**config.mk**
```make
export PLATFORM = sky130hd
export DESIGN_NAME = cfg_retime
export DESIGN_NICKNAME = d
export VERILOG_FILES = /design/src/rtl/cfg_retime.sv
export SDC_FILE = /design/constraint.sdc
export NUM_CORES = 1
export LEC_CHECK = 0
export BUFFER_PORTS_ARGS = -buffer_cell sky130_fd_sc_hd__buf_2
export CAP_MARGIN = 20
export CORE_AREA = 5 5 42 44
export DETAILED_ROUTE_END_ITERATION = 7
export DIE_AREA = 0 0 47 49
export PLACE_DENSITY = 0.52
export SETUP_SLACK_MARGIN = 0.15
export SYNTH_ARGS = -nofsm -noshare
export SYNTH_HDL_FRONTEND = slang
export SYNTH_SLANG_ARGS = --single-unit
```
**constraint.sdc**
```tcl
create_clock -name clk -period 1 [get_ports clk]
set_clock_uncertainty 0.15 [all_clocks]
set_input_delay 0.2 -clock clk [delete_from_list [all_inputs] [get_ports clk]]
set_output_delay 0.2 -clock clk [all_outputs]
set_load 0.02 [all_outputs]
```
**src/rtl/cfg_retime.sv**
```systemverilog
/*
 * one-cycle retiming register for a valid-qualified payload
 * the payload holds between updates, only the valid bit drops
 */
`timescale 1ns/1ps

module cfg_retime #(
    parameter type payload_t = logic [7:0]
) (
    input  logic     clk,
    input  logic     rst_n,
    input  logic     in_vld,
    input  payload_t in_data,
    output logic     out_vld,
    output payload_t out_data
);

    always_ff @(posedge clk or negedge rst_n) begin
        if (!rst_n) begin
            out_vld  <= 1'b0;
            out_data <= '0;
        end else begin
            out_vld <= in_vld;
            if (in_vld) begin
                out_data <= in_data;  // held otherwise
            end
        end
    end

endmodule

```
== Word-level counts from Yosys, hierarchy flattened ==
Cells that the tools add are included.

* Bits in registers: 9
* Word-level logic and storage cells: 2

== Depth between registers and ports, before layout ==
* Depth after elaboration: 0
* Mapped depth: 2
* Gate-level depth less buffers: 1

== Least setup slack after synthesis ==
OpenSTA, ideal clock, no wires.

* Kind: register to register
* Start point: reg, netlist name out_data[0]
* End point: reg out_data[0] in the netlist's numbering
* Cell stages (with the launch flop): 2
* Setup slack: 0.015 ns
* Data arrival time: 0.710 ns
* Data required time: 0.725 ns
* Period minus slack after synthesis: 0.985 ns
* Cell sequence: dfrtp_1 mux2_4

{| class="wikitable"
|+ RTL lines
! element !! RTL line !! source
|-
| end signal, assigned || 25 || <nowiki>out_data <= in_data;</nowiki>
|-
| end, declared || 15 || <nowiki>output payload_t out_data</nowiki>
|}

== Final worst setup path ==
* Start point: reg out_data[0] in the netlist's numbering
* End point: out out_data[0] in the netlist's numbering

No word-level cell between the ends.

==> impl_metrics.env <==
export IMPL_synth_seq_area_share_pct=63.2
export IMPL_irDropWorstVdd_mv=0.684
export IMPL_crit_buf_inv=1
export IMPL_violations="setup timing"
export IMPL_antenna_found_initial=0
export IMPL_syn_to_final_growth_pct=70.5
export IMPL_final_max_slew_violation_count=0
export IMPL_portBuffers=19
export IMPL_total_power_mw=0.952
export IMPL_reg2reg_depth=2
export IMPL_hold_viol=0
export IMPL_synth_top_cell_area_share_pct=63.2
export IMPL_hp_class="input port to flip-flop"
export IMPL_endpoint_kind="primary output"
export IMPL_clockBufferDepth=2
export IMPL_placed_cells=52
export IMPL_finalSetupViolations=13
export IMPL_clkTransAtPathRegs_ns=0.06
export IMPL_synth_cell_types=3
export IMPL_overflow=0
export IMPL_grt_usage_pct=7.67
export IMPL_dpl_instance_area_um2=470
export IMPL_cp_cell_sequence="buf_6"
export IMPL_antennaDiodeCount=0
export IMPL_cts_tree="built"
export IMPL_worst_slack_ns=-0.155
export IMPL_synthCells=18
export IMPL_period_needed_ns=1.15
export IMPL_worstMarginPinSlew_ns=0.289
export IMPL_drc=0
export IMPL_routed_wl_um=768
export IMPL_wire_per_inst_um=12.6
export IMPL_chipHeight_um=49
export IMPL_via_count=251
export IMPL_fmax_mhz=866
export IMPL_rows=14
export IMPL_cap_violations=0
export IMPL_clock_latency_ns=0.25
export IMPL_synth_seq_cells=9
export IMPL_cp_arrival_ns=0.80
export IMPL_netlist_area_um2=357
export IMPL_synth_top_area_cell="dfrtp_1"
export IMPL_grt_max_degree=10
export IMPL_timing_hold_ws_ns=0.0209
export IMPL_layoutNonFillerInstCount=61
export IMPL_synth_area_leaders="dfrtp_1 (63%), mux2_4 (34%), buf_6 (3.2%)"
export IMPL_finalInstanceArea_um2=608
export IMPL_yosys_warnings=0
export IMPL_grt_pass1_wl_mm=1.20
export IMPL_drt_pass1_iter_count=1
export IMPL_routabilityCongestion=0.620
export IMPL_status="finished, violations left"
export IMPL_cp_slowest_cell="dfrtp_2"
export IMPL_worstPathRequired_ns=0.65
export IMPL_drive_above_1_share_pct=93.3
export IMPL_start_kind="flip-flop"
export IMPL_worstPathMaxFanout=2
export IMPL_cts_num_sinks=9
export IMPL_mostFrequentLayoutCell="buf_6"
export IMPL_criticalPathCategory="flip-flop to primary output"
export IMPL_drt_antenna_violating_nets=0
export IMPL_syn_avg_cell_area_um2=19.8
export IMPL_path_depth=1
export IMPL_layout_nets=57
export IMPL_die_w_um=47
export IMPL_fill_cells=133
export IMPL_syn_nets=29
export IMPL_timing_final_crit_share_pct=115
export IMPL_layout_common_cells="buf_6 (13), buf_2 (10), mux2_4 (8), dfrtp_2 (8), clkbuf_4 (3)"
export IMPL_numCtsBuffers=3
export IMPL_hold_depth=2
export IMPL_critPathMaxStageDelay_ns=0.42
export IMPL_rsz0062_at_grt="true"
export IMPL_grt_pass1_vias=281
export IMPL_start_util_pct=25.4
export IMPL_io_pins=20
export IMPL_root_buffer="clkbuf_4"
export IMPL_powerDensity_nw_per_um2=1570
export IMPL_die_area_um2=2300
export IMPL_relSlewSlack_pct=80.7
export IMPL_drt_iter0_markers=0
export IMPL_p_leak_nw=0.300
export IMPL_htree_num_levels=1
export IMPL_crit_family="flip-flops"
export IMPL_coreArea_um2=1400
export IMPL_vias_per_cell=4.11
[worst paths after layout]
path | startpoint | to | slack, ns
min reg2reg | out_data[6] | out_data[6] | 0.38
min | in_data[4] | out_data[4] | 0.02
min in group asynchronous | rst_n | out_data[2] | 0.17
max in group asynchronous | rst_n | out_data[5] | 0.34
max reg2reg | out_data[0] | out_data[0] | -0.05
max | out_data[0] | out_data[0] | -0.15
[metal layers]
layer / share of wire [%] / vias to the layer above / GRT usage, % / wire length (um)
met3: 11 / 0 / 3.69 / 86
li1: - / 116 / - / -
met5: 0 / - / 0 / 0
met2: 49 / 14 / 11.3 / 377
met4: 0 / 0 / 4.15 / 0
met1: 39 / 121 / 8.78 / 303
[where the power goes]
| group | switching (mW) | total, mW | internal, mW |
|---|---|---|---|
| clock | 0.119 | 0.272 | 0.153 |
| combinational | 0.0924 | 0.249 | 0.156 |
| sequential | 0.0266 | 0.432 | 0.405 |
[worst register-to-register path, cell delays in order, from the launching register on]
cell and delay (ns):
dfrtp_2 0.42, buf_6 0.11, mux2_4 0.26
[what timing repair did]
action | 4_1_cts | 5_1_grt
gates resized for setup | 22 | 0
endpoints found under the setup margin | 17 | 17
buffers inserted | 4 | 0
hold buffers | 1 | 0
hold endpoints to repair | 9 | 0
[kinds of logic (layout without fill, tap and decap cells)]
group / count (synthesis) / in the layout / share of synthesized area, %
buffers and inverters: 1 / 28 / 3.16
DFF: 9 / 9 / 63.2
muxes: 8 / 8 / 33.7
[Yosys cell counts, drive strengths merged]
cell / number
buf: 1
dfrtp: 9
mux2: 8
[registers in the layout (all words and copies together), names as in the netlist]
| name | count |
|---|---|
| out_vld | 1 |
| out_data | 8 |
[area by class of cell]
type                    instances  area [um2]  area share (%)
flip-flops and latches          9         235            38.7
repair buffers                 24         206            34.0
multi-input cells               8         120            19.8
clock buffers                   4        26.3            4.32
well taps                      16        20.0            3.29
[stage by stage]
stage | TNS (ns) | worst slack [ns] | utilization, %
CTS | -1.57 | -0.164 | 43.4
global placement | -0.395 | -0.0501 | 33.6
finish | -1.43 | -0.155 | 43.4
global route | -1.77 | -0.180 | 43.4
floorplan | 0 | 0.0278 | -
detailed placement | -0.632 | -0.0819 | 33.6
No activity file was read; power rests on OpenSTA's default activity.
