**config.mk**
```make
export PLATFORM = sky130hd
export DESIGN_NAME = abuf_feed
export DESIGN_NICKNAME = d
export VERILOG_FILES = /design/src/rtl/head_pkg.sv /design/src/rtl/abuf_feed.sv
export SDC_FILE = /design/constraint.sdc
export NUM_CORES = 1
export LEC_CHECK = 0
export BUFFER_PORTS_ARGS = -buffer_cell sky130_fd_sc_hd__buf_4
export CORE_AREA = 2 2 75 77
export CTS_CLUSTER_DIAMETER = 150
export DETAILED_ROUTE_END_ITERATION = 10
export DIE_AREA = 0 0 77 79
export HOLD_SLACK_MARGIN = 0.08
export PLACE_DENSITY_LB_ADDON = 0.08
export SYNTH_ARGS = -nofsm -noshare
export SYNTH_HDL_FRONTEND = slang
export SYNTH_SLANG_ARGS = --single-unit
```
**constraint.sdc**
```tcl
create_clock -name clk -period 0.9 [get_ports clk]
set_input_delay 0.135 -clock clk [delete_from_list [all_inputs] [get_ports clk]]
set_output_delay 0.135 -clock clk [all_outputs]
set_load 0.005 [all_outputs]
```
**src/rtl/head_pkg.sv**
```systemverilog
/*
 * shared sizes, control state encoding and bundled signal types of the head tile
 * imported by every module that handles rows, bus writes or the control state
 */
package head_pkg;

    localparam int lane_num        = 4;
    localparam int idata_width     = 8;
    localparam int row_width       = lane_num * idata_width;  // 32
    localparam int sram_depth      = 64;
    localparam int row_addr_width  = 6;
    localparam int lane_addr_width = 2;
    localparam int elem_addr_width = row_addr_width + lane_addr_width;
    localparam int row_cnt_width   = 7;  // counts up to a full sram
    localparam int axil_addr_width = 8;

    localparam logic [1:0] axil_resp_okay = 2'b00;

    typedef logic [row_width-1:0] row_t;

    // idle must stay the zero encoding, reset relies on it
    typedef enum logic [3:0] {
        idle   = 4'd0,
        q_gen  = 4'd1,
        k_gen  = 4'd2,
        v_gen  = 4'd3,
        att_qk = 4'd4,
        att_pv = 4'd5,
        proj   = 4'd6,
        ffn0   = 4'd7,
        ffn1   = 4'd8
    } control_state_t;

    typedef struct packed {
        control_state_t state;
        logic           update;
        logic           start;
    } op_ctrl_t;

    typedef struct packed {
        logic [row_addr_width-1:0] base_row;
        logic [row_cnt_width-1:0]  row_cnt;
    } rd_cfg_t;

    typedef struct packed {
        logic                       wen;
        logic                       hs_bias;  // selects the head sram
        logic [elem_addr_width-1:0] addr;     // row and lane
        logic [idata_width-1:0]     data;
    } gbus_wr_t;

    typedef struct packed {
        row_t data;
        logic vld;
    } sram_rd_t;

endpackage

```
**src/rtl/abuf_feed.sv**
```systemverilog
/*
 * registered source select for the activation link
 * global sram rows take priority over head sram rows
 */
`timescale 1ns/1ps

module abuf_feed (
    input  logic               clk,
    input  logic               rst_n,
    input  head_pkg::sram_rd_t global_rd,
    input  head_pkg::sram_rd_t sram_rd,
    output head_pkg::sram_rd_t hlink_out
);

    import head_pkg::*;

    row_t data_q;
    logic vld_q;

    always_ff @(posedge clk or negedge rst_n) begin
        if (!rst_n) begin
            vld_q <= 1'b0;
        end else begin
            vld_q <= global_rd.vld || sram_rd.vld;
        end
    end

    always_ff @(posedge clk) begin
        if (global_rd.vld) begin
            data_q <= global_rd.data;  // a head sram row in the same cycle is dropped
        end else if (sram_rd.vld) begin
            data_q <= sram_rd.data;
        end
    end

    assign hlink_out.data = data_q;
    assign hlink_out.vld  = vld_q;

endmodule

```
# Yosys cells after proc, flatten, opt, wreduce, memory -nomap -nowiden
# Cells that the tools add are included.
dict set report totals {
  ff_bits 33
}
dict set report classes {
  n_mux 2
  reduce_logical 2
}
# operator n
set ops {}
lappend ops {{$mux W32} 2}
lappend ops {{$reduce_bool A2 Y1} 1}
lappend ops {{$logic_or A1 B1 Y1} 1}

# Depth between registers and ports, before layout
dict set report logic_depth {
  word_depth 2
  ltp_mapped 3
  mapped_depth_nobuf 1
}

# Least setup slack after synthesis
# No wires, ideal clock.
dict set report synth_timing {
  kind {input -> register}
  from {input global_rd[0] (netlist name)}
  to {register data_q[0], enable pin}
  setup_slack_ps -661
  arrival_time_ps 1170
  n_path_buf 2
  required_ps 509
  stages 3
  path_cell_list {buf_6 -> buf_12 -> or2_1}
}
dict set report synth_between {
  elab_chain_len 1
}
# item line_no
set synth_rtl {}
lappend synth_rtl {{start, declared} abuf_feed.sv:10} ;# input head_pkg::sram_rd_t global_rd,
lappend synth_rtl {{$reduce_bool A2 Y1 (no source line)} n/a}
lappend synth_rtl {{end signal, assigned} abuf_feed.sv:30} ;# data_q <= global_rd.data;
lappend synth_rtl {{end signal, assigned} abuf_feed.sv:32} ;# data_q <= sram_rd.data;
lappend synth_rtl {{end, declared} abuf_feed.sv:17} ;# row_t data_q;
# No other way between the ends.
# A chain may end at the register's enable or synchronous reset.

# Worst setup path in the final report
dict set report layout_timing {
  from {register data_q[5]}
  to {output hlink_out[6] (netlist name)}
}
# item line_no
set layout_lines {}
lappend layout_lines {{end, declared} abuf_feed.sv:12} ;# output head_pkg::sram_rd_t hlink_out
# No word-level cell between the ends.

==> summary.txt <==
fmax: 1.058 GHz
area added between synthesis and finish: 61.17%
class of the worst hold path: in -> reg
Synth Area in XOR/XNOR: 0
die height: 79 um
Max H-tree Level: 2
Synth Warn #: 0
syn avg cell area: 21.69 um^2
drt initial violations: 29
Crit. End Element: output pin
complex-gate fraction of the synthesized area: 0
layout cell share with drive strength beyond 1: 0.7966
adder-cell share of the synthesized area: 0
vias: 1,019
Final ANT Viol Nets: 0
worst hold stages: 2
critical path startpoint category: flip-flop
critical setup path kind: reg -> out
syn_nets: 139
setup tns final: -528.5 ps
Avg WL per Cell: 13.07 um
Total GRT Usage: 0.1113
family with the most delay on the worst path: flip-flops
Crit-path slowest cell: edfxtp_1
PnR worst setup slack: -45.10 ps
cells after synthesis: 71
io pins: 101
drt drc: 0
final count of hold timing violations: 0
detailed-route vias per instance: 4.092
Synth Register Bits: 33
pin count of the biggest net entering global routing: 34
Async SR Flop Fraction: 0.03030
Synth top area share: 0.6239
critical path cell sequence: buf_6
status: complete, but fails checks
Max-slew headroom: 0.6895
Detailed Routing Iterations Pass 1: 2
clock sink count: 33
top post-synthesis cells by area: edfxtp_1 62%, mux2_4 28%, buf_12 3.9%
Setup Fix Bufs, Post-CTS: 0
Starting Density: 0.2886
vias in the first global route: 1,048
maximum VDD drop: 0.0006409 V
clock root cell: clkbuf_8
placement row count: 27
max-cap viol count: 0
Arr. time, crit path: 810 ps
TritonCTS buffer count: 5
pwr/cell area: 1545 mW/mm^2
Worst Max-Slew Pin Slew: 465.7 ps
final RePlAce weighted congestion: 0.7025
largest area contributor in the netlist: edfxtp_1
Post-synth EDFFs: 32
final setup vio count: 30
sequential element share of the synthesized area: 0.6401
simple logic cell fraction of the synthesized area: 0.004062
Die Wd: 77 um
final slew viol count: 0
Post-synth top cells: 32 x edfxtp_1, 29 x mux2_4, 3 x buf_12, 3 x mux2_2
crit path buf inv count: 1
Final min period: 945.1 ps
drt total wl: 3.255 mm
largest family of logic cells by synthesized area: multiplexers
fin util: 0.4651
total grt overflow: 0
dpl hpwl: 2.467 mm
number of fill cells: 522
ys flop type: edfxtp_1
first-pass GRT wire length: 5.092 mm
post-placement cell area: 0.002345 mm^2
# port buffers: 100
Leak Pwr: 0.001151 uW
library cells used by synthesis: 8
die area: 0.006083 mm^2
violated checks: setup timing
Mapped Area: 0.001540 mm^2
count leader, synth: edfxtp_1
cell area after layout: 0.002482 mm^2
Tcrit/Tclk final: 1.050
CP required: 760 ps
Ant. Diodes: 0
critical path peak fanout: 1
CTS max path bufs: 2
# nets final: 244
mux cell area share after synthesis: 0.3046
Clock transition at path regs: 70 ps
Core ar.: 0.005338 mm^2
RSZ-0062 raised after global routing: true
Max stage delay on crit path: 400 ps
CTS tree: done
Levels on crit path: 1
initial antenna violation count: 0
==> flip-flops by register name (all words and copies together), names as in the netlist <==
register	cells
data_q	32
vld_q	1
==> final cells by class <==
class	count	area, um^2	share of cell area
clock buffer	8	90.09	0.03629
multi-input combinational	33	478.0	0.1925
sequential	33	985.9	0.3972
tap	72	90.09	0.03629
timing repair buffer	103	838.3	0.3377
==> report_power, final <==
| part | internal (uW) | switching [uW] |
|---|---|---|
| Combinational | 575 | 220 |
| Sequential | 1880 | 52.9 |
| Clock | 623 | 485 |
==> worst paths after layout <==
| kind | start | to | slack, ps |
|---|---|---|---|
| setup / recovery | data_q[5] | hlink_out[6] | -50 |
| max in group asynchronous | rst_n | vld_q | 640 |
| hold / removal | global_rd[20] | data_q[19] | 150 |
| min in group asynchronous | rst_n | vld_q | 180 |
==> layer usage <==
layer,wire length [um],global-route usage
met1,1123,0.1175
met2,1741,0.1886
met3,336,0.05568
met4,53,0.04821
met5,0,0
==> through the flow <==
step / setup WS, ps / std cells / hold WS [ps] / power [uW]
after floorplan: -139.8 / 71 / -160.6 / 2250
after global placement: -158.5 / 240 / -89.25 / 2723
after detailed placement: -174.0 / 240 / -89.38 / 2739
after CTS: -70.11 / 249 / 141.0 / 3870
after global routing: -104.2 / 249 / 132.0 / 4023
final: -45.10 / 249 / 153.2 / 3836
==> placed cells by master (no fill, tap or decap) <==
cell type	Yosys	layout
buf_4	1	90
edfxtp_1	32	32
mux2_4	29	29
buf_6	1	10
clkbuf_8	0	6
mux2_2	3	3
clkbuf_1	0	2
buf_12	3	2
or2_4	0	1
dlygate4sd3_1	0	1
dfrtp_1	1	1
==> cell families (layout without fill, tap and decap cells) <==
kind of cell	after synthesis	after routing
flip-flops	33	33
multiplexers	32	32
buffers and inverters	5	111
AND/OR/NAND/NOR	1	1
==> what timing repair did <==
action	CTS	global route
endpoints found under the hold margin	1	0
resized for setup	1	9
setup endpoints to repair	33	33
hold buffers	1	0
(Power assumes the default switching activity.)
