## config.mk

```make
export PLATFORM = sky130hd
export DESIGN_NAME = head_mem_axil
export DESIGN_NICKNAME = d
export VERILOG_FILES = /design/src/rtl/head_pkg.sv /design/src/rtl/head_mem_axil.sv
export SDC_FILE = /design/constraint.sdc
export NUM_CORES = 1
export LEC_CHECK = 0
export ABC_CLOCK_PERIOD_IN_PS = 1700
export BUFFER_PORTS_ARGS = -buffer_cell sky130_fd_sc_hd__buf_2
export CORE_ASPECT_RATIO = 0.75
export CORE_UTILIZATION = 33
export DETAILED_ROUTE_END_ITERATION = 10
export GPL_ROUTABILITY_DRIVEN = 0
export HOLD_SLACK_MARGIN = 0.08
export PLACE_DENSITY = 0.79
export SLEW_MARGIN = 20
export SYNTH_ARGS = -nofsm -noshare
export SYNTH_HDL_FRONTEND = slang
export SYNTH_SLANG_ARGS = --single-unit
```

## constraint.sdc

```tcl
create_clock -name clk -period 1.7 [get_ports clk]
set_input_delay 0.17 -clock clk [delete_from_list [all_inputs] [get_ports clk]]
set_output_delay 0.17 -clock clk [all_outputs]
set_load 0.05 [all_outputs]
```

## src/rtl/head_pkg.sv

```systemverilog
/*
 * shared sizes, control state encoding and bundled signal types of the head tile
 * imported by every module that handles rows, bus writes or the control state
 */
package head_pkg;

    localparam int lane_num        = 4;
    localparam int idata_width     = 8;
    localparam int row_width       = lane_num * idata_width;  // 32
    localparam int sram_depth      = 64;
    localparam int row_addr_width  = 6;
    localparam int lane_addr_width = 2;
    localparam int elem_addr_width = row_addr_width + lane_addr_width;
    localparam int row_cnt_width   = 7;  // counts up to a full sram
    localparam int axil_addr_width = 8;

    localparam logic [1:0] axil_resp_okay = 2'b00;

    typedef logic [row_width-1:0] row_t;

    // idle must stay the zero encoding, reset relies on it
    typedef enum logic [3:0] {
        idle   = 4'd0,
        q_gen  = 4'd1,
        k_gen  = 4'd2,
        v_gen  = 4'd3,
        att_qk = 4'd4,
        att_pv = 4'd5,
        proj   = 4'd6,
        ffn0   = 4'd7,
        ffn1   = 4'd8
    } control_state_t;

    typedef struct packed {
        control_state_t state;
        logic           update;
        logic           start;
    } op_ctrl_t;

    typedef struct packed {
        logic [row_addr_width-1:0] base_row;
        logic [row_cnt_width-1:0]  row_cnt;
    } rd_cfg_t;

    typedef struct packed {
        logic                       wen;
        logic                       hs_bias;  // selects the head sram
        logic [elem_addr_width-1:0] addr;     // row and lane
        logic [idata_width-1:0]     data;
    } gbus_wr_t;

    typedef struct packed {
        row_t data;
        logic vld;
    } sram_rd_t;

endpackage

```

## src/rtl/head_mem_axil.sv

```systemverilog
/*
 * AXI4-Lite slave giving the host row access to the head sram
 * one outstanding write and one outstanding read, always an OKAY response
 */
`timescale 1ns/1ps

module head_mem_axil (
    input  logic                                 clk,
    input  logic                                 rst_n,
    input  logic [head_pkg::axil_addr_width-1:0] s_awaddr,
    input  logic                                 s_awvalid,
    output logic                                 s_awready,
    input  head_pkg::row_t                       s_wdata,
    input  logic                                 s_wvalid,
    output logic                                 s_wready,
    output logic [1:0]                           s_bresp,
    output logic                                 s_bvalid,
    input  logic                                 s_bready,
    input  logic [head_pkg::axil_addr_width-1:0] s_araddr,
    input  logic                                 s_arvalid,
    output logic                                 s_arready,
    output head_pkg::row_t                       s_rdata,
    output logic [1:0]                           s_rresp,
    output logic                                 s_rvalid,
    input  logic                                 s_rready,
    output logic [head_pkg::row_addr_width-1:0]  host_addr,
    output logic                                 host_wen,
    output head_pkg::row_t                       host_wdata,
    output logic                                 host_ren,
    input  head_pkg::row_t                       host_rdata
);

    import head_pkg::*;

    logic wr_go;    // aw and w taken together
    logic rd_go;
    logic rd_pend;  // sram read in flight

    ////////////////////////////////////////
    // handshakes
    ////////////////////////////////////////

    assign wr_go = s_awvalid && s_wvalid && !s_bvalid;
    // the sram host port is shared, a write takes it first
    assign rd_go = s_arvalid && !rd_pend && !s_rvalid && !wr_go;

    assign s_awready = wr_go;
    assign s_wready  = wr_go;
    assign s_arready = rd_go;
    assign s_bresp   = axil_resp_okay;
    assign s_rresp   = axil_resp_okay;

    // row index sits above the byte lanes
    assign host_addr  = wr_go ? s_awaddr[2 +: row_addr_width] : s_araddr[2 +: row_addr_width];
    assign host_wen   = wr_go;
    assign host_wdata = s_wdata;
    assign host_ren   = rd_go;

    ////////////////////////////////////////
    // responses
    ////////////////////////////////////////

    always_ff @(posedge clk or negedge rst_n) begin
        if (!rst_n) begin
            s_bvalid <= 1'b0;
            rd_pend  <= 1'b0;
            s_rvalid <= 1'b0;
        end else begin
            if (wr_go) begin
                s_bvalid <= 1'b1;
            end else if (s_bready) begin
                s_bvalid <= 1'b0;
            end
            rd_pend <= rd_go;
            if (rd_pend) begin
                s_rvalid <= 1'b1;  // sram data arrives now
            end else if (s_rready) begin
                s_rvalid <= 1'b0;
            end
        end
    end

    always_ff @(posedge clk) begin
        if (rd_pend) begin
            s_rdata <= host_rdata;
        end
    end

endmodule

```

== After elaboration in Yosys (flattened, before gate mapping) ==
Cells that the tools add are included.
Word-level totals
  bits in read-only memories: 0
  latch bits: 0
  bits of input ports: 87
  flip-flop bits (word level): 35
  memories: 0
  word-level logic and storage cells: 20
  RAM bits: 0
Cells by class
  shift operators: 0
  add/subtract/negate cells: 0
  reductions and logical operators: 11
  equal/unequal tests: 0
  multiplexer cells: 5
  div/mod/pow operators: 0
  $lt $le $gt $ge: 0
  $mul: 0
  bitwise logic cells: 0
Operator list (count)
  two-way mux 6 bit: 1
  logical AND 1 bit: 5
  logical NOT 1 bit: 4
  two-way mux 1 bit: 4
  nonzero test 2 bit: 2

== Logic depth before layout (Yosys ltp) ==
  depth in word-level cells: 4
  mapped depth: 3
  gate-level depth less buffers: 2

== Worst setup path after synthesis ==
OpenSTA, ideal clock, no wires.
  path type: reg2out
  from: register rd_pend
  to: output port s_arready
  arrival time: 1646 ps
  setup slack: -116 ps
  stages on the path, launching flop included: 4
  path buffers: 1
  cell sequence: dfrtp_1 nor2_1 and3_2 buf_4
On the way
  cells in the longest elaborated chain, start to end: 4
RTL lines
  from (decl): RTL line head_mem_axil.sv:37  | logic rd_pend;
  from (signal assigned): RTL line head_mem_axil.sv:74  | rd_pend <= rd_go;
  logical NOT 1 bit: RTL line head_mem_axil.sv:45  | assign rd_go = s_arvalid && !rd_pend && !s_rvalid && !wr_go;
  logical AND 1 bit (3 in series): RTL line head_mem_axil.sv:45
  to (decl): RTL line head_mem_axil.sv:21  | output logic s_arready,
Every way passes these cells.

== Final worst setup path ==
  from: register s_bvalid
  to: output port host_addr[2] in the netlist's numbering
On the way
  cells in the longest elaborated chain, start to end: 3
RTL lines
  from (decl): RTL line head_mem_axil.sv:17  | output logic s_bvalid,
  from (signal assigned): RTL line head_mem_axil.sv:65  | s_bvalid <= 1'b0;
  from (signal assigned): RTL line head_mem_axil.sv:70  | s_bvalid <= 1'b1;
  from (signal assigned): RTL line head_mem_axil.sv:72  | s_bvalid <= 1'b0;
  logical NOT 1 bit: RTL line head_mem_axil.sv:43  | assign wr_go = s_awvalid && s_wvalid && !s_bvalid;
  logical AND 1 bit: RTL line head_mem_axil.sv:43
  two-way mux 6 bit: RTL line head_mem_axil.sv:54  | assign host_addr = wr_go ? s_awaddr[2 +: row_addr_width] : s_araddr[2 +: row_addr_width];
  to (decl): RTL line head_mem_axil.sv:26  | output logic [head_pkg::row_addr_width-1:0] host_addr,
Every way passes these cells.

==> summary.txt <==
Power and ir drop
  • Pwr dens: around 1100 nW/µm²
  • Peak VDD IR: 533 µV
  • P_leak: 0.991 nW
  • Switching Share: roughly a third
  • Logic gate share of total power: 28.9%
  • P_int: around 1.5 mW
  • Sw Pwr: about 790 µW
  • Sequential Power Share: 46.4%
  • Clk pwr share: 24.7%

Floorplanning
  • Starting Density: a little over a third
  • Core Footprint: approximately 4100 µm²
  • Chip width: around 80 µm
  • I/O pin cnt: ~170
  • Std cell rows: 20
  • Die ar.: roughly 4700 µm²
  • Die Height: 59.5 µm

Logic synthesis
  • Fraction of the mapped netlist area in simple logic gates: under 10%
  • Mapped Cells: between 80 and 90
  • Synth Register Bits: 35
  • Top cells by count, synth: buf_4, edfxtp_1, mux2_2
  • Ys flop type: edfxtp_1
  • Dominant cells by area after synthesis: edfxtp_1, buf_4, dfrtp_1, mux2_2, nand3b_4
  • FFs w/ async S/R, synth: around 8.6%
  • Mux cell area share after synthesis: under 10%
  • Yosys warns: 0
  • Syn Std Cell Area: 1460 µm²
  • Count of cell types in the netlist: 11
  • Synthesized area per cell: between 15 and 20 µm²
  • Compound-Gate Fraction of Synth Area: 0.860%
  • Sequential area share after synthesis: a little under three quarters
  • Yosys top cell area share: about two thirds
  • Synth Area in Adders: 0%
  • Largest area contributor in the netlist: edfxtp_1
  • Post-synth EDFFs: 32
  • Count leader, synth: buf_4
  • Combinational family with the most area after synthesis: buffers and inverters
  • XOR/XNOR Fraction of Synth Area: 0%

Routing
  • DRC: 0
  • WL/cell: approximately 13 µm
  • First-pass detailed-route iteration total: 4
  • DR vias: 988
  • Routed WL: 3.15 mm
  • Violation count after the first detailed-route iteration: 16
  • Post-DR vias/cell: ~4
  • DRT antenna net count: 0

Clocking
  • Hold_buf cts: 34
  • CTS resizes: 0
  • Total setup buffers inserted after CTS: 0
  • Clock Pin Slew Worst Setup and Hold Paths: approximately 0.07 ns
  • CTS H-tree depth: 2
  • Clock tree from TritonCTS: done
  • Root Buffer: clkbuf_8
  • Clock buffer count from CTS: 5
  • Clock Sinks: 35
  • Worst-Skew Late Latency: 0.28 ns
  • Max Root-Sink Buffers: 2

Finish
  • Nets: roughly 280
  • Synth-to-Final Area Change: 47.9%
  • Layout cells sized above 1: roughly 59%
  • Register Area: just over 1000 µm²
  • Multi-input logic area: around 130 µm²
  • Fill cells: roughly 350
  • Final Non-Filler Cells: ~250
  • Antenna cells: 0

Global routing
  • Overall Global Routing Usage: 13.1%
  • Number of global-route vias before repair: 906
  • First-pass GRT wire length: roughly 4.3 mm
  • Largest net degree at the start of global routing: 34
  • Gr ovfl total: 0
  • Initial antenna violation count: 0

STA
  • Count of pins over their slew limit: 0
  • Minimum clock period after layout: roughly 1.6 ns
  • Setup-failing EPs final: 0
  • Fin crit share: a little over 90%
  • Final hold slack: 0.162 ns
  • Fmax: roughly 640 MHz
  • Clk_skew: 0.00231 ns
  • RSZ-0062 raised after global routing: no
  • Final TNS setup: 0 ns
  • Final Hold Viols: 0

Min path
  • HP Class: input port to flop

Place
  • Post-DP HPWL: approximately 2.2 mm
  • I/O Buffers: 95
  • Placed insts: ~200

Worst setup path
  • Slowest cell on the critical path: dfrtp_1
  • Top fanout value on the critical path: 9
  • Crit path DAT: ~1.4 ns
  • Worst setup SP type: flop
  • Crit-path cells: nand3b_4 -> mux2_2 -> buf_2
  • Delay-heaviest family, CP: flip-flops
  • Worst Setup End Kind: output port
  • Required time of the critical path: approximately 1.5 ns
  • Critical Setup Path Class: flop to output port
  • CP peak stage delay: between 0.3 and 0.4 ns
  • Sum of buffers and inverters on the critical path: 1

Status
  • Outcome: finished, final reports clean

Job
  • Max_cap viols: 0
## layout make-up
cell class	instances	area share, %
timing repair buffer	130	38.3
inverter	3	0.523
clock buffer	6	3.37
tap	55	3.20
sequential	35	48.2
multi-input combinational	15	5.87
clock inverter	2	0.581
## worst paths after layout
path	start	to	slack, ns	cells after the start
worst max-delay path	s_bvalid	host_addr[2]	0.13	3
max in group asynchronous	rst_n	rd_pend	1.38	2
min in group asynchronous	rst_n	rd_pend	0.20	2
worst min-delay path	s_rready	s_rvalid	0.16	3
worst min register to register	s_rvalid	s_rvalid	0.53	1
worst max register to register	rd_pend	s_rdata[12]	0.63	1
## layer usage
metal	wire length (µm)	vias up	global-route usage [%]	share of wire, %
met3	420	9	9.08	13
met4	46	0	5.03	1.5
met5	0	-	0	0
met1	1150	429	14.0	36
met2	1530	85	20.5	49
li1	-	465	-	-
## per-stage QoR
| stage | setup slack [ns] | power (mW) | instance area [µm²] | utilization, % |
|---|---|---|---|---|
| final | 0.134 | 2.31 | 2150 | 52.1 |
| after global routing | 0.0711 | 2.41 | 2150 | 52.1 |
| after CTS | 0.112 | 2.34 | 2150 | 52.1 |
| after detailed placement | 0.424 | 1.70 | 1730 | 41.8 |
| after global placement | 0.451 | 1.69 | 1730 | 41.8 |
| after floorplan | 0.00926 | 1.75 | 1470 | - |
## power by group through the flow
stage	Clock [mW]	Combinational (mW)	Sequential, mW
final	0.569	0.666	1.07
after global routing	0.633	0.699	1.08
after CTS	0.601	0.672	1.07
after detailed placement	0	0.612	1.09
after global placement	0	0.606	1.08
after floorplan	0	0.361	1.39
## flip-flops by register name, indices dropped and copies added, names as in the netlist
signal    count
rd_pend       1
s_bvalid      1
s_rdata      32
s_rvalid      1
## layout by cell type (no fill, tap or decap)
cell type,synthesis,layout
clkinvlp_4,0,1
a21o_1,1,1
clkbuf_1,0,1
and3_2,1,1
conb_1,1,4
nor2_1,1,1
clkbuf_8,0,5
buf_4,39,1
clkinv_2,0,1
dlygate4sd3_1,0,34
inv_1,3,3
edfxtp_1,32,32
dfrtp_2,0,1
nand3b_4,1,1
mux2_2,6,6
o21ai_0,1,1
dfrtp_1,3,2
buf_2,0,95
## cell families (layout without fill, tap and decap cells)
family	Yosys count	after routing
buffers and inverters	42	141
flip-flops	35	35
multiplexers	6	6
AND/OR/NAND/NOR	3	3
AO/OA/AOI/OAI	2	2
other	1	4
Note: power is estimated with default switching activity, not from simulation.
