### src/rtl/head_pkg.sv
/*
 * shared sizes, control state encoding and bundled signal types of the head tile
 * imported by every module that handles rows, bus writes or the control state
 */
package head_pkg;

    localparam int lane_num        = 4;
    localparam int idata_width     = 8;
    localparam int row_width       = lane_num * idata_width;  // 32
    localparam int sram_depth      = 64;
    localparam int row_addr_width  = 6;
    localparam int lane_addr_width = 2;
    localparam int elem_addr_width = row_addr_width + lane_addr_width;
    localparam int row_cnt_width   = 7;  // counts up to a full sram
    localparam int axil_addr_width = 8;

    localparam logic [1:0] axil_resp_okay = 2'b00;

    typedef logic [row_width-1:0] row_t;

    // idle must stay the zero encoding, reset relies on it
    typedef enum logic [3:0] {
        idle   = 4'd0,
        q_gen  = 4'd1,
        k_gen  = 4'd2,
        v_gen  = 4'd3,
        att_qk = 4'd4,
        att_pv = 4'd5,
        proj   = 4'd6,
        ffn0   = 4'd7,
        ffn1   = 4'd8
    } control_state_t;

    typedef struct packed {
        control_state_t state;
        logic           update;
        logic           start;
    } op_ctrl_t;

    typedef struct packed {
        logic [row_addr_width-1:0] base_row;
        logic [row_cnt_width-1:0]  row_cnt;
    } rd_cfg_t;

    typedef struct packed {
        logic                       wen;
        logic                       hs_bias;  // selects the head sram
        logic [elem_addr_width-1:0] addr;     // row and lane
        logic [idata_width-1:0]     data;
    } gbus_wr_t;

    typedef struct packed {
        row_t data;
        logic vld;
    } sram_rd_t;

endpackage

### src/rtl/op_finish.sv
/*
 * delays the global bus write by one cycle and produces the finish pulse
 * in bus-writing states finish waits until the delayed bus goes idle
 */
`timescale 1ns/1ps

module op_finish (
    input  logic                     clk,
    input  logic                     rst_n,
    input  head_pkg::control_state_t state,
    input  logic                     rd_done,
    input  head_pkg::gbus_wr_t       gbus_in,
    output head_pkg::gbus_wr_t       gbus_out,
    output logic                     finish
);

    import head_pkg::*;

    logic done_flag;
    logic bus_state;  // states whose results go out over the bus
    logic finish_ok;

    assign bus_state = (state == att_qk) || (state == att_pv) || (state == ffn0) ||
                       (state == proj) || (state == ffn1);

    assign finish_ok = done_flag && !(bus_state && gbus_out.wen);

    ////////////////////////////////////////
    // bus delay and finish
    ////////////////////////////////////////

    always_ff @(posedge clk or negedge rst_n) begin
        if (!rst_n) begin
            gbus_out  <= '0;
            done_flag <= 1'b0;
            finish    <= 1'b0;
        end else begin
            gbus_out <= gbus_in;
            if (finish) begin
                done_flag <= 1'b0;  // one pulse per operation
                finish    <= 1'b0;
            end else begin
                finish <= finish_ok;
                if (rd_done) begin
                    done_flag <= 1'b1;
                end
            end
        end
    end

endmodule

### config.mk
export PLATFORM = sky130hd
export DESIGN_NAME = op_finish
export DESIGN_NICKNAME = d
export VERILOG_FILES = /design/src/rtl/head_pkg.sv /design/src/rtl/op_finish.sv
export SDC_FILE = /design/constraint.sdc
export NUM_CORES = 1
export LEC_CHECK = 0
export ABC_AREA = 1
export BUFFER_PORTS_ARGS = -buffer_cell sky130_fd_sc_hd__buf_4
export CAP_MARGIN = 20
export CORE_MARGIN = 4
export CORE_UTILIZATION = 41
export CTS_BUF_LIST = sky130_fd_sc_hd__clkbuf_4
export DETAILED_ROUTE_END_ITERATION = 8
export PLACE_DENSITY = 0.81
export SETUP_SLACK_MARGIN = 0.05
export SLEW_MARGIN = 20
export SYNTH_ARGS = -nofsm -noshare
export SYNTH_HDL_FRONTEND = slang
export SYNTH_SLANG_ARGS = --single-unit
### constraint.sdc
create_clock -name clk -period 1.2 [get_ports clk]
set_input_delay 0.24 -clock clk [delete_from_list [all_inputs] [get_ports clk]]
set_output_delay 0.24 -clock clk [all_outputs]
set_load 0.02 [all_outputs]
======== Word-level counts from Yosys, hierarchy flattened ========
Cells that the tools add are included.
word-level totals
  register bits ........................... 20
  input bits .............................. 25
  output and inout port bits .............. 19
  logic and storage cells ................. 22
cells by class
  eq/ne operators ......................... 5
  mux-type cells .......................... 3
  reductions and logical operators ........ 8
operators by type and width
  cell                  count
  $eq A4 B3 Y1 const B  4
  $eq A4 B4 Y1 const B  1
  $logic_or A1 B1 Y1    4
  $mux W1               3
  $logic_and A1 B1 Y1   2
  $reduce_bool A2 Y1    1
  $logic_not A1 Y1      1

======== Longest topological paths before layout ========
Gate-level depths: netlist of the first run.
  word-level depth ........................ 9
  mapped depth ............................ 5
  mapped depth without buffers ............ 5

======== Least setup slack after synthesis of the first run ========
OpenSTA, ideal clock, no wires.
  path type ............................... register -> register
  start point ............................. register finish
  end point ............................... register finish
  setup time .............................. 0.073 ns
  arrival ................................. 0.779 ns
  required time ........................... 1.127 ns
  path slack .............................. 0.348 ns
  cell stages (with the launch flop) ...... 3
  path buffers ............................ 0
  period minus slack after synthesis ...... 0.852 ns
  cell sequence ........................... dfrtp_1 or2_0 a21oi_2
between the ends
  longest elaborated chain between the ends .. 1
ends and longest elaborated chain
  item                    line             text
  start, declared         op_finish.sv:14  output logic finish
  start signal, assigned  op_finish.sv:43  finish <= finish_ok;
  $mux W1                 op_finish.sv:39  if (finish) begin
No other way between the ends.
A chain may end at the register's enable or synchronous reset.

======== Worst setup path after layout of the first run ========
  start point ............................. register gbus_out[17] in the netlist's numbering
  end point ............................... output port gbus_out[17] in the netlist's numbering
RTL lines
  item                    line             text
  start, declared         op_finish.sv:13  output head_pkg::gbus_wr_t gbus_out,
  start signal, assigned  op_finish.sv:38  gbus_out <= gbus_in;
No word-level cell between the ends.

==> impl_metrics.ini, run 1 <==
[outcome]
outcome = finished clean

[power]
power.switching_uw = 326
p_leak_uw = 0.000492
power_frac_seq = 0.579
power_density_mw_per_mm2 = 1420
p_int_uw = 983
p_comb_frac = 0.199
ir_drop_mv = 1.06
clkPwrFrac = 0.222
power_switching_share = 0.249

[yosys]
synth_fp_nets = 56
yosysSeqAreaShare = 0.909
synthCells = 31
yosysWarnings = 0
yosysMostFrequentCell = dfrtp_1
ys.flop_type = dfrtp_1
ys_top_cells_by_count = dfrtp_1 (20), inv_1 (3), nand2_1 (3), nor2_1 (2)
synth-seq-cells = 20
netlist_area_um2 = 551
synth_edf_count = 0
ys_async_sr_fraction = 1.00
yosys-top-cells-area = dfrtp_1 (91%), inv_1 (2.0%), nand2_1 (2.0%)
synth_cell_types = 7
avgSynthCellArea_um2 = 17.8
synth_top_area_frac = 0.909
synth_top_area_cell = dfrtp_1

[worst_setup_path]
cpMaxStageDelayCell = dfrtp_1
cp-end-kind = primary output
worstPathCellList = buf_4
cp_top_family = flip-flops
required_ns = 0.96
worstPathArrival_ns = 0.85
timing.critical_path.buf_inv = 1
start_kind = register
path_max_fanout = 2
critPathMaxStageDelay_ns = 0.41
critPathKind = register to primary output

[finish]
layout-drive-gt1-share = 0.603
antennaDiodeCount = 0
syn2layout_area_growth_pct = 67.7
nNetsFinal = 105

[flow_run]
maxCapViolations = 0

[clock_tree]
cts_setup_buffers = 0
clkSlewWorstSetupHoldPaths_ns = 0.10
cts-buffers-inserted = 3
cts_tree = done
cts_root_buf = clkbuf_4
clockBufferDepth = 2
htree_levels = 1
clk_latency_ns = 0.28
cts_sinks = 20

[die]
die_w_um = 44.6
coreArea_mm2 = 0.00119
start_util = 0.464
die_h_um = 44.6
dieArea_mm2 = 0.00199
rows = 12
io_pins = 44

[global_routing]
antenna_found_initial = 0
grt_pass1_vias = 437
grt-ovfl-total = 0
grt_first_pass_wirelength_um = 1950
grt_start_max_net_pins = 21
grt_usage = 0.145

[sta]
clock.fmax_mhz = 917
hold_viol = 0
fin_tns_setup_ns = 0
finalSetupViolCount = 0
finalMaxSlewViolations = 0
finalWorstSetupSlack_ns = 0.109
skew_ns = 0.0000425
worst_pin_slew_ns = 0.242
slew_headroom = 0.839
final.period_utilization = 0.909
rsz0062_at_grt = no
layout_min_cycle_time_ns = 1.09

[route]
totalWireLength_um = 1300
wl_per_cell_um = 14.2
drt-initial-drc-count = 2
dr.pass1.iters = 2
ant_nets = 0
drc = 0
via_count = 408
viasPerCell = 4.43

[placement]
post-place-ws_ns = 0.409
port_buffers = 43
place_congestion = 0.642

[worst_hold_path]
hp-class = input port to register
-- metal layers --
metal / up-vias / global-route usage / share of wire
li1: 187 / - / -
met1: 197 / 0.122 / 0.29
met3: 2 / 0.0407 / 0.11
met5: - / 0 / 0
met4: 0 / 0.0723 / 0.0046
met2: 22 / 0.292 / 0.60
-- placed cells by master (no fill, tap or decap) --
cell type       n
buf_4          43
dfrtp_1        20
inv_1           3
nand2_1         3
clkbuf_4        3
nor2_1          2
or2_0           1
a21oi_2         1
a21oi_1         1
dlygate4sd3_1   1
-- through the flow --
stage                     utilization  area (um2)  instances  hold WS [ns]  power, uW
after floorplan                     -         551         31       -0.0556        876
after global placement          0.751         891         88         0.124       1020
after detailed placement        0.751         891         88         0.124       1040
after CTS                       0.778         923         92        0.0474       1320
after global routing            0.778         923         92        0.0343       1380
final                           0.778         923         92        0.0553       1310
-- power by group through the flow --
| stage | sequential [uW] | clock, uW | combinational [uW] |
|---|---|---|---|
| final | 759 | 291 | 260 |
| after global routing | 768 | 326 | 283 |
| after CTS | 760 | 298 | 266 |
| after detailed placement | 773 | 0 | 262 |
| after global placement | 770 | 0 | 253 |
| after floorplan | 831 | 0 | 45.2 |
-- cell type report --
cell class	instances	area, um2
flip-flops and latches	20	500
repair buffers	44	333
fillers	79	263
multi-input cells	8	38.8
clock buffers	3	22.5
well taps	14	17.5
inverters	3	11.3
-- sequential cells by signal, indices dropped and copies added, names as in the netlist --
signal / flops
finish: 1
gbus_out: 18
done_flag: 1
-- what timing repair did --
action | CTS | global route
endpoints found under the hold margin | 20 | 0
setup endpoints to repair | 0 | 0
gates resized for setup | 0 | 0
hold buffers | 1 | 0
-- worst paths after layout --
check                           depth (start not counted)      endpoint         start  slack (ns)
worst min register to register                          1     done_flag        finish        0.45
worst max-delay path                                    1  gbus_out[17]  gbus_out[17]        0.11
min in group asynchronous                               2   gbus_out[1]         rst_n        0.35
max in group asynchronous                               2  gbus_out[14]         rst_n        0.65
worst min-delay path                                    1   gbus_out[9]    gbus_in[9]        0.06
worst max register to register                          2        finish        finish        0.40
-- cell families (layout without fill, tap and decap cells) --
group | after synthesis | after routing | synth area share
buf+inv | 3 | 50 | 0.0205
simple gates | 6 | 6 | 0.0455
compound gates | 2 | 2 | 0.0250
flops | 20 | 20 | 0.909
No activity file was read; power rests on OpenSTA's default activity.
==> inputs of run 2 (changes only) <==
--- a/config.mk
+++ b/config.mk
@@ -5,14 +5,13 @@
 export SDC_FILE = /design/constraint.sdc
 export NUM_CORES = 1
 export LEC_CHECK = 0
-export ABC_AREA = 1
 export BUFFER_PORTS_ARGS = -buffer_cell sky130_fd_sc_hd__buf_4
 export CAP_MARGIN = 20
 export CORE_MARGIN = 4
 export CORE_UTILIZATION = 41
 export CTS_BUF_LIST = sky130_fd_sc_hd__clkbuf_4
 export DETAILED_ROUTE_END_ITERATION = 8
-export PLACE_DENSITY = 0.81
+export PLACE_DENSITY = 0.82
 export SETUP_SLACK_MARGIN = 0.05
 export SLEW_MARGIN = 20
 export SYNTH_ARGS = -nofsm -noshare
==> impl_metrics.ini, run 2 <==
[clock_tree]
cts-buffers-inserted = 3
cts_resized = 0
clkSlewWorstSetupHoldPaths_ns = 0.10
cts_tree = done
clockBufferDepth = 2
cts_root_buf = clkbuf_4
htree_levels = 1
cts_sinks = 20
clk_latency_ns = 0.29

[route]
viasPerCell = 4.59
wl_per_cell_um = 14.0
drc = 0
totalWireLength_um = 1260
ant_nets = 0
dr.pass1.iters = 3
via_count = 413
drt-initial-drc-count = 1

[yosys]
synthCells = 26
yosysWarnings = 0
synth_compound_area_frac = 0.0186
ys.flop_type = dfrtp_1
yosys.area_share.simple = 0.0464
netlist_area_um2 = 539
synth_edf_count = 0
synth-seq-cells = 20
synth_top_area_cell = dfrtp_1
synth_top_family_by_area = simple AND/OR/NAND/NOR gates
synthAdderAreaFrac = 0
yosysMostFrequentCell = dfrtp_1
ys_async_sr_fraction = 1.00
avgSynthCellArea_um2 = 20.7
yosysSeqAreaShare = 0.928
synth_cell_types = 6
synth-xor-area-share = 0
yosys-top-cells-area = dfrtp_1 (93%), a2111oi_1 (1.9%), and3b_1 (1.6%)
synth_fp_nets = 51
ys_top_cells_by_count = dfrtp_1 (20), nor2_1 (2)
muxShareOfSynthArea = 0
synth_top_area_frac = 0.928

[sta]
fin_tns_setup_ns = 0
clock.fmax_mhz = 904
layout_min_cycle_time_ns = 1.11
rsz0062_at_grt = no
finalSetupViolCount = 0
finalMaxSlewViolations = 0
worst_pin_slew_ns = 0.324
final.period_utilization = 0.922
skew_ns = 0.000306
slew_headroom = 0.783
hold_viol = 0

[finish]
final_common_cell = buf_4
final_cell_mix = buf_4 (45), dfrtp_1 (20), clkbuf_4 (3)
layout-drive-gt1-share = 0.632
largest_registers = gbus_out (18), done_flag (1), finish (1)
syn2layout_area_growth_pct = 72.6
fin_area_um2 = 931
nNetsFinal = 102
antennaDiodeCount = 0
largest_register_ffs = 18
top_register = gbus_out

[power]
p_int_uw = 1020
ir_drop_mv = 1.00
clkPwrFrac = 0.220
p_leak_uw = 0.000488
power_switching_share = 0.253
power.switching_uw = 345
p_comb_frac = 0.216
power_frac_seq = 0.564
power_density_mw_per_mm2 = 1460

[global_routing]
grt-ovfl-total = 0
antenna_found_initial = 0
grt_pass1_vias = 499
grt_start_max_net_pins = 21
grt_first_pass_wirelength_um = 2080
grt_usage = 0.149

[outcome]
outcome = finished clean

[die]
die_w_um = 44.3
rows = 12
coreArea_mm2 = 0.00117
die_h_um = 44.3
start_util = 0.460
dieArea_mm2 = 0.00196
io_pins = 44

[worst_setup_path]
path_max_fanout = 3
cp-end-kind = primary output
start_kind = register
r2r_slack_ns = 0.15
critPathKind = register to primary output
critPathMaxStageDelay_ns = 0.41
timing.critical_path.buf_inv = 1
cp_top_family = flip-flops
worstPathArrival_ns = 0.87
worstPathCellList = buf_4
required_ns = 0.96
cpMaxStageDelayCell = dfrtp_1

[worst_hold_path]
hp-class = input port to register

[flow_run]
maxCapViolations = 0

[placement]
place_congestion = 0.585
placed_area_um2 = 880
port_buffers = 43
[run 2: changes by cell type after synthesis]
cell       before  now
inv_1           3    1
nand2_1         3    0
nor4b_1         0    1
a2111oi_1       0    1
and3b_1         0    1
a21oi_2         1    0
a21oi_1         1    0
or2_0           1    0
[run 2: logic make-up after synthesis]
kind of cell | count (synthesis)
flops | 20
compound gates | 1
simple gates | 4
buf+inv | 1
[run 2: layer usage]
metal  vias to the layer above  part of all wire  wire length [um]  track usage
met5                         -                 0                 0            0
met4                         0             0.037                47       0.0964
met3                         4              0.14               171       0.0691
met2                        28              0.56               711        0.282
met1                       198              0.26               333        0.118
li1                        183                 -                 -            -
[run 2: power by group through the flow]
stage | Clock, uW | Sequential (uW) | Combinational [uW]
3_3_place_gp | 0 | 778 | 237
2_1_floorplan | 0 | 835 | 29.4
3_5_place_dp | 0 | 782 | 248
5_1_grt | 342 | 775 | 316
4_1_cts | 313 | 769 | 251
6_report | 300 | 767 | 294
[run 2: metrics by stage]
step           setup WS (ns)  utilization  std cells  hold WS, ns  power, uW
2_1_floorplan          0.135            -         26      -0.0556        865
3_3_place_gp           0.229        0.751         83        0.122       1010
3_5_place_dp           0.151        0.751         83        0.124       1030
4_1_cts               0.0889        0.782         88       0.0413       1330
5_1_grt               0.0615        0.795         90       0.0326       1430
6_report              0.0934        0.795         90       0.0498       1360
[run 2: repair_timing]
action	in CTS	in global routing
setup buffers	0	2
setup endpoints to repair	0	1
hold buffers	1	0
endpoints found under the hold margin	20	0
[run 2: path summary, 6_finish.rpt]
path / start / to / cells past startpoint
hold / removal: gbus_in[6] / gbus_out[6] / 1
min in group asynchronous: rst_n / gbus_out[12] / 2
setup reg to reg: gbus_out[17] / finish / 2
setup / recovery: finish / finish / 1
hold reg to reg: gbus_out[17] / finish / 1
max in group asynchronous: rst_n / gbus_out[8] / 2
[run 2: layout make-up]
| class | count | area [um2] |
|---|---|---|
| clock inverters | 1 | 3.75 |
| fillers | 80 | 240 |
| clock buffers | 3 | 22.5 |
| flip-flops and latches | 20 | 500 |
| repair buffers | 46 | 348 |
| inverters | 1 | 3.75 |
| well taps | 14 | 17.5 |
| multi-input cells | 5 | 35.0 |
==> inputs of run 3 (changes only) <==
--- a/config.mk
+++ b/config.mk
@@ -11,7 +11,7 @@
 export CORE_UTILIZATION = 41
 export CTS_BUF_LIST = sky130_fd_sc_hd__clkbuf_4
 export DETAILED_ROUTE_END_ITERATION = 8
-export PLACE_DENSITY = 0.82
+export PLACE_DENSITY = 0.84
 export SETUP_SLACK_MARGIN = 0.05
 export SLEW_MARGIN = 20
 export SYNTH_ARGS = -nofsm -noshare
==> impl_metrics.ini, run 3 (synthesized netlist as in run 2, its figures left out) <==
[outcome]
outcome = finished clean

[clock_tree]
cts_root_buf = clkbuf_4
htree_levels = 1
cts_sinks = 20
clkSlewWorstSetupHoldPaths_ns = 0.10
cts_tree = done
hold_buffers = 1
cts_resized = 0
clockBufferDepth = 2
clk_latency_ns = 0.28
cts-buffers-inserted = 3
cts_setup_buffers = 0

[finish]
final_common_cell = buf_4
multi_input_area_um2 = 35.0
antennaDiodeCount = 0
regArea_um2 = 500
layout-drive-gt1-share = 0.630
syn2layout_area_growth_pct = 69.1
largest_registers = gbus_out (18), done_flag (1), finish (1)
final_cell_mix = buf_4 (43), dfrtp_1 (20), clkbuf_4 (3)
nNetsFinal = 100
top_register = gbus_out
fillers = 81
layoutNonFillerInstCount = 87
largest_register_ffs = 18
fin_util = 0.779

[worst_setup_path]
worstPathCellList = buf_4
crit_cells = 1
cp-end-kind = primary output
worstPathArrival_ns = 0.86
start_kind = register
required_ns = 0.96
cp_top_family = flip-flops
path_max_fanout = 3
critPathMaxStageDelay_ns = 0.41
critPathKind = register to primary output
cpMaxStageDelayCell = dfrtp_1
timing.critical_path.buf_inv = 1
rr_worst_depth = 2

[global_routing]
use_met3 = 0.0244
grt_usage = 0.130
grt_pass1_vias = 391
grt-ovfl-total = 0
grtUsageMet1 = 0.148
antenna_found_initial = 0
grt_start_max_net_pins = 21
use_met2 = 0.235
grt_first_pass_wirelength_um = 1790
busiest_layer = met2

[sta]
hold_viol = 0
rsz0062_at_grt = no
finalMaxSlewViolations = 0
whs_ns = 0.0522
slew_headroom = 0.793
skew_ns = 0.000303
layout_min_cycle_time_ns = 1.10
final.period_utilization = 0.913
finalSetupViolCount = 0
clock.fmax_mhz = 913
worst_pin_slew_ns = 0.309
fin_tns_setup_ns = 0

[route]
dr.pass1.iters = 3
totalWireLength_um = 1120
ant_nets = 0
drc = 0
drt-initial-drc-count = 3
viasPerCell = 4.38
wl_per_cell_um = 12.9
via_count = 381

[power]
p_comb_frac = 0.186
power_frac_seq = 0.591
p_leak_uw = 0.000477
power_uw = 1290
p_int_uw = 977
power_density_mw_per_mm2 = 1420
ir_drop_mv = 0.853
clkPwrFrac = 0.223
power.switching_uw = 317
power_switching_share = 0.245

[die]
dieArea_mm2 = 0.00196
io_pins = 44
die_w_um = 44.3
start_util = 0.460
rows = 12
die_h_um = 44.3
coreArea_mm2 = 0.00117

[flow_run]
maxCapViolations = 0

[placement]
placedCellCount = 83
place_congestion = 0.670
dp_hpwl_um = 907
port_buffers = 43

[worst_hold_path]
worstHoldPathCells = 1
hp-class = input port to register
==> run 3: stage by stage <==
step	worst slack, ns	cell area (um2)
after detailed placement	0.195	880
after floorplan	0.135	539
final	0.104	912
after CTS	0.0932	912
after global placement	0.220	880
after global routing	0.0642	912
==> run 3: per-layer routing <==
metal	wire, um	vias to the layer above
met5	0	-
met4	5	0
met3	94	2
met2	660	17
met1	358	185
li1	-	177
==> run 3: worst paths after layout <==
path	start	to	slack, ns
worst max-delay path	finish	finish	0.10
worst min-delay path	gbus_in[13]	gbus_out[13]	0.05
worst max register to register	gbus_out[17]	finish	0.17
worst min register to register	gbus_out[17]	finish	0.48
max in group asynchronous	rst_n	gbus_out[17]	0.65
min in group asynchronous	rst_n	gbus_out[12]	0.34
==> run 3: power groups by stage <==
stage	logic [uW]	clock network, uW	registers, uW
5_1_grt	256	333	772
2_1_floorplan	29.4	0	835
3_3_place_gp	237	0	779
4_1_cts	245	297	766
6_report	240	289	765
3_5_place_dp	242	0	779
==> run 3: final cells by class <==
type	count	share of cell area
tap	14	0.0192
clock buffer	3	0.0247
sequential	20	0.549
timing repair buffer	44	0.365
inverter	1	0.00412
multi-input combinational	5	0.0384
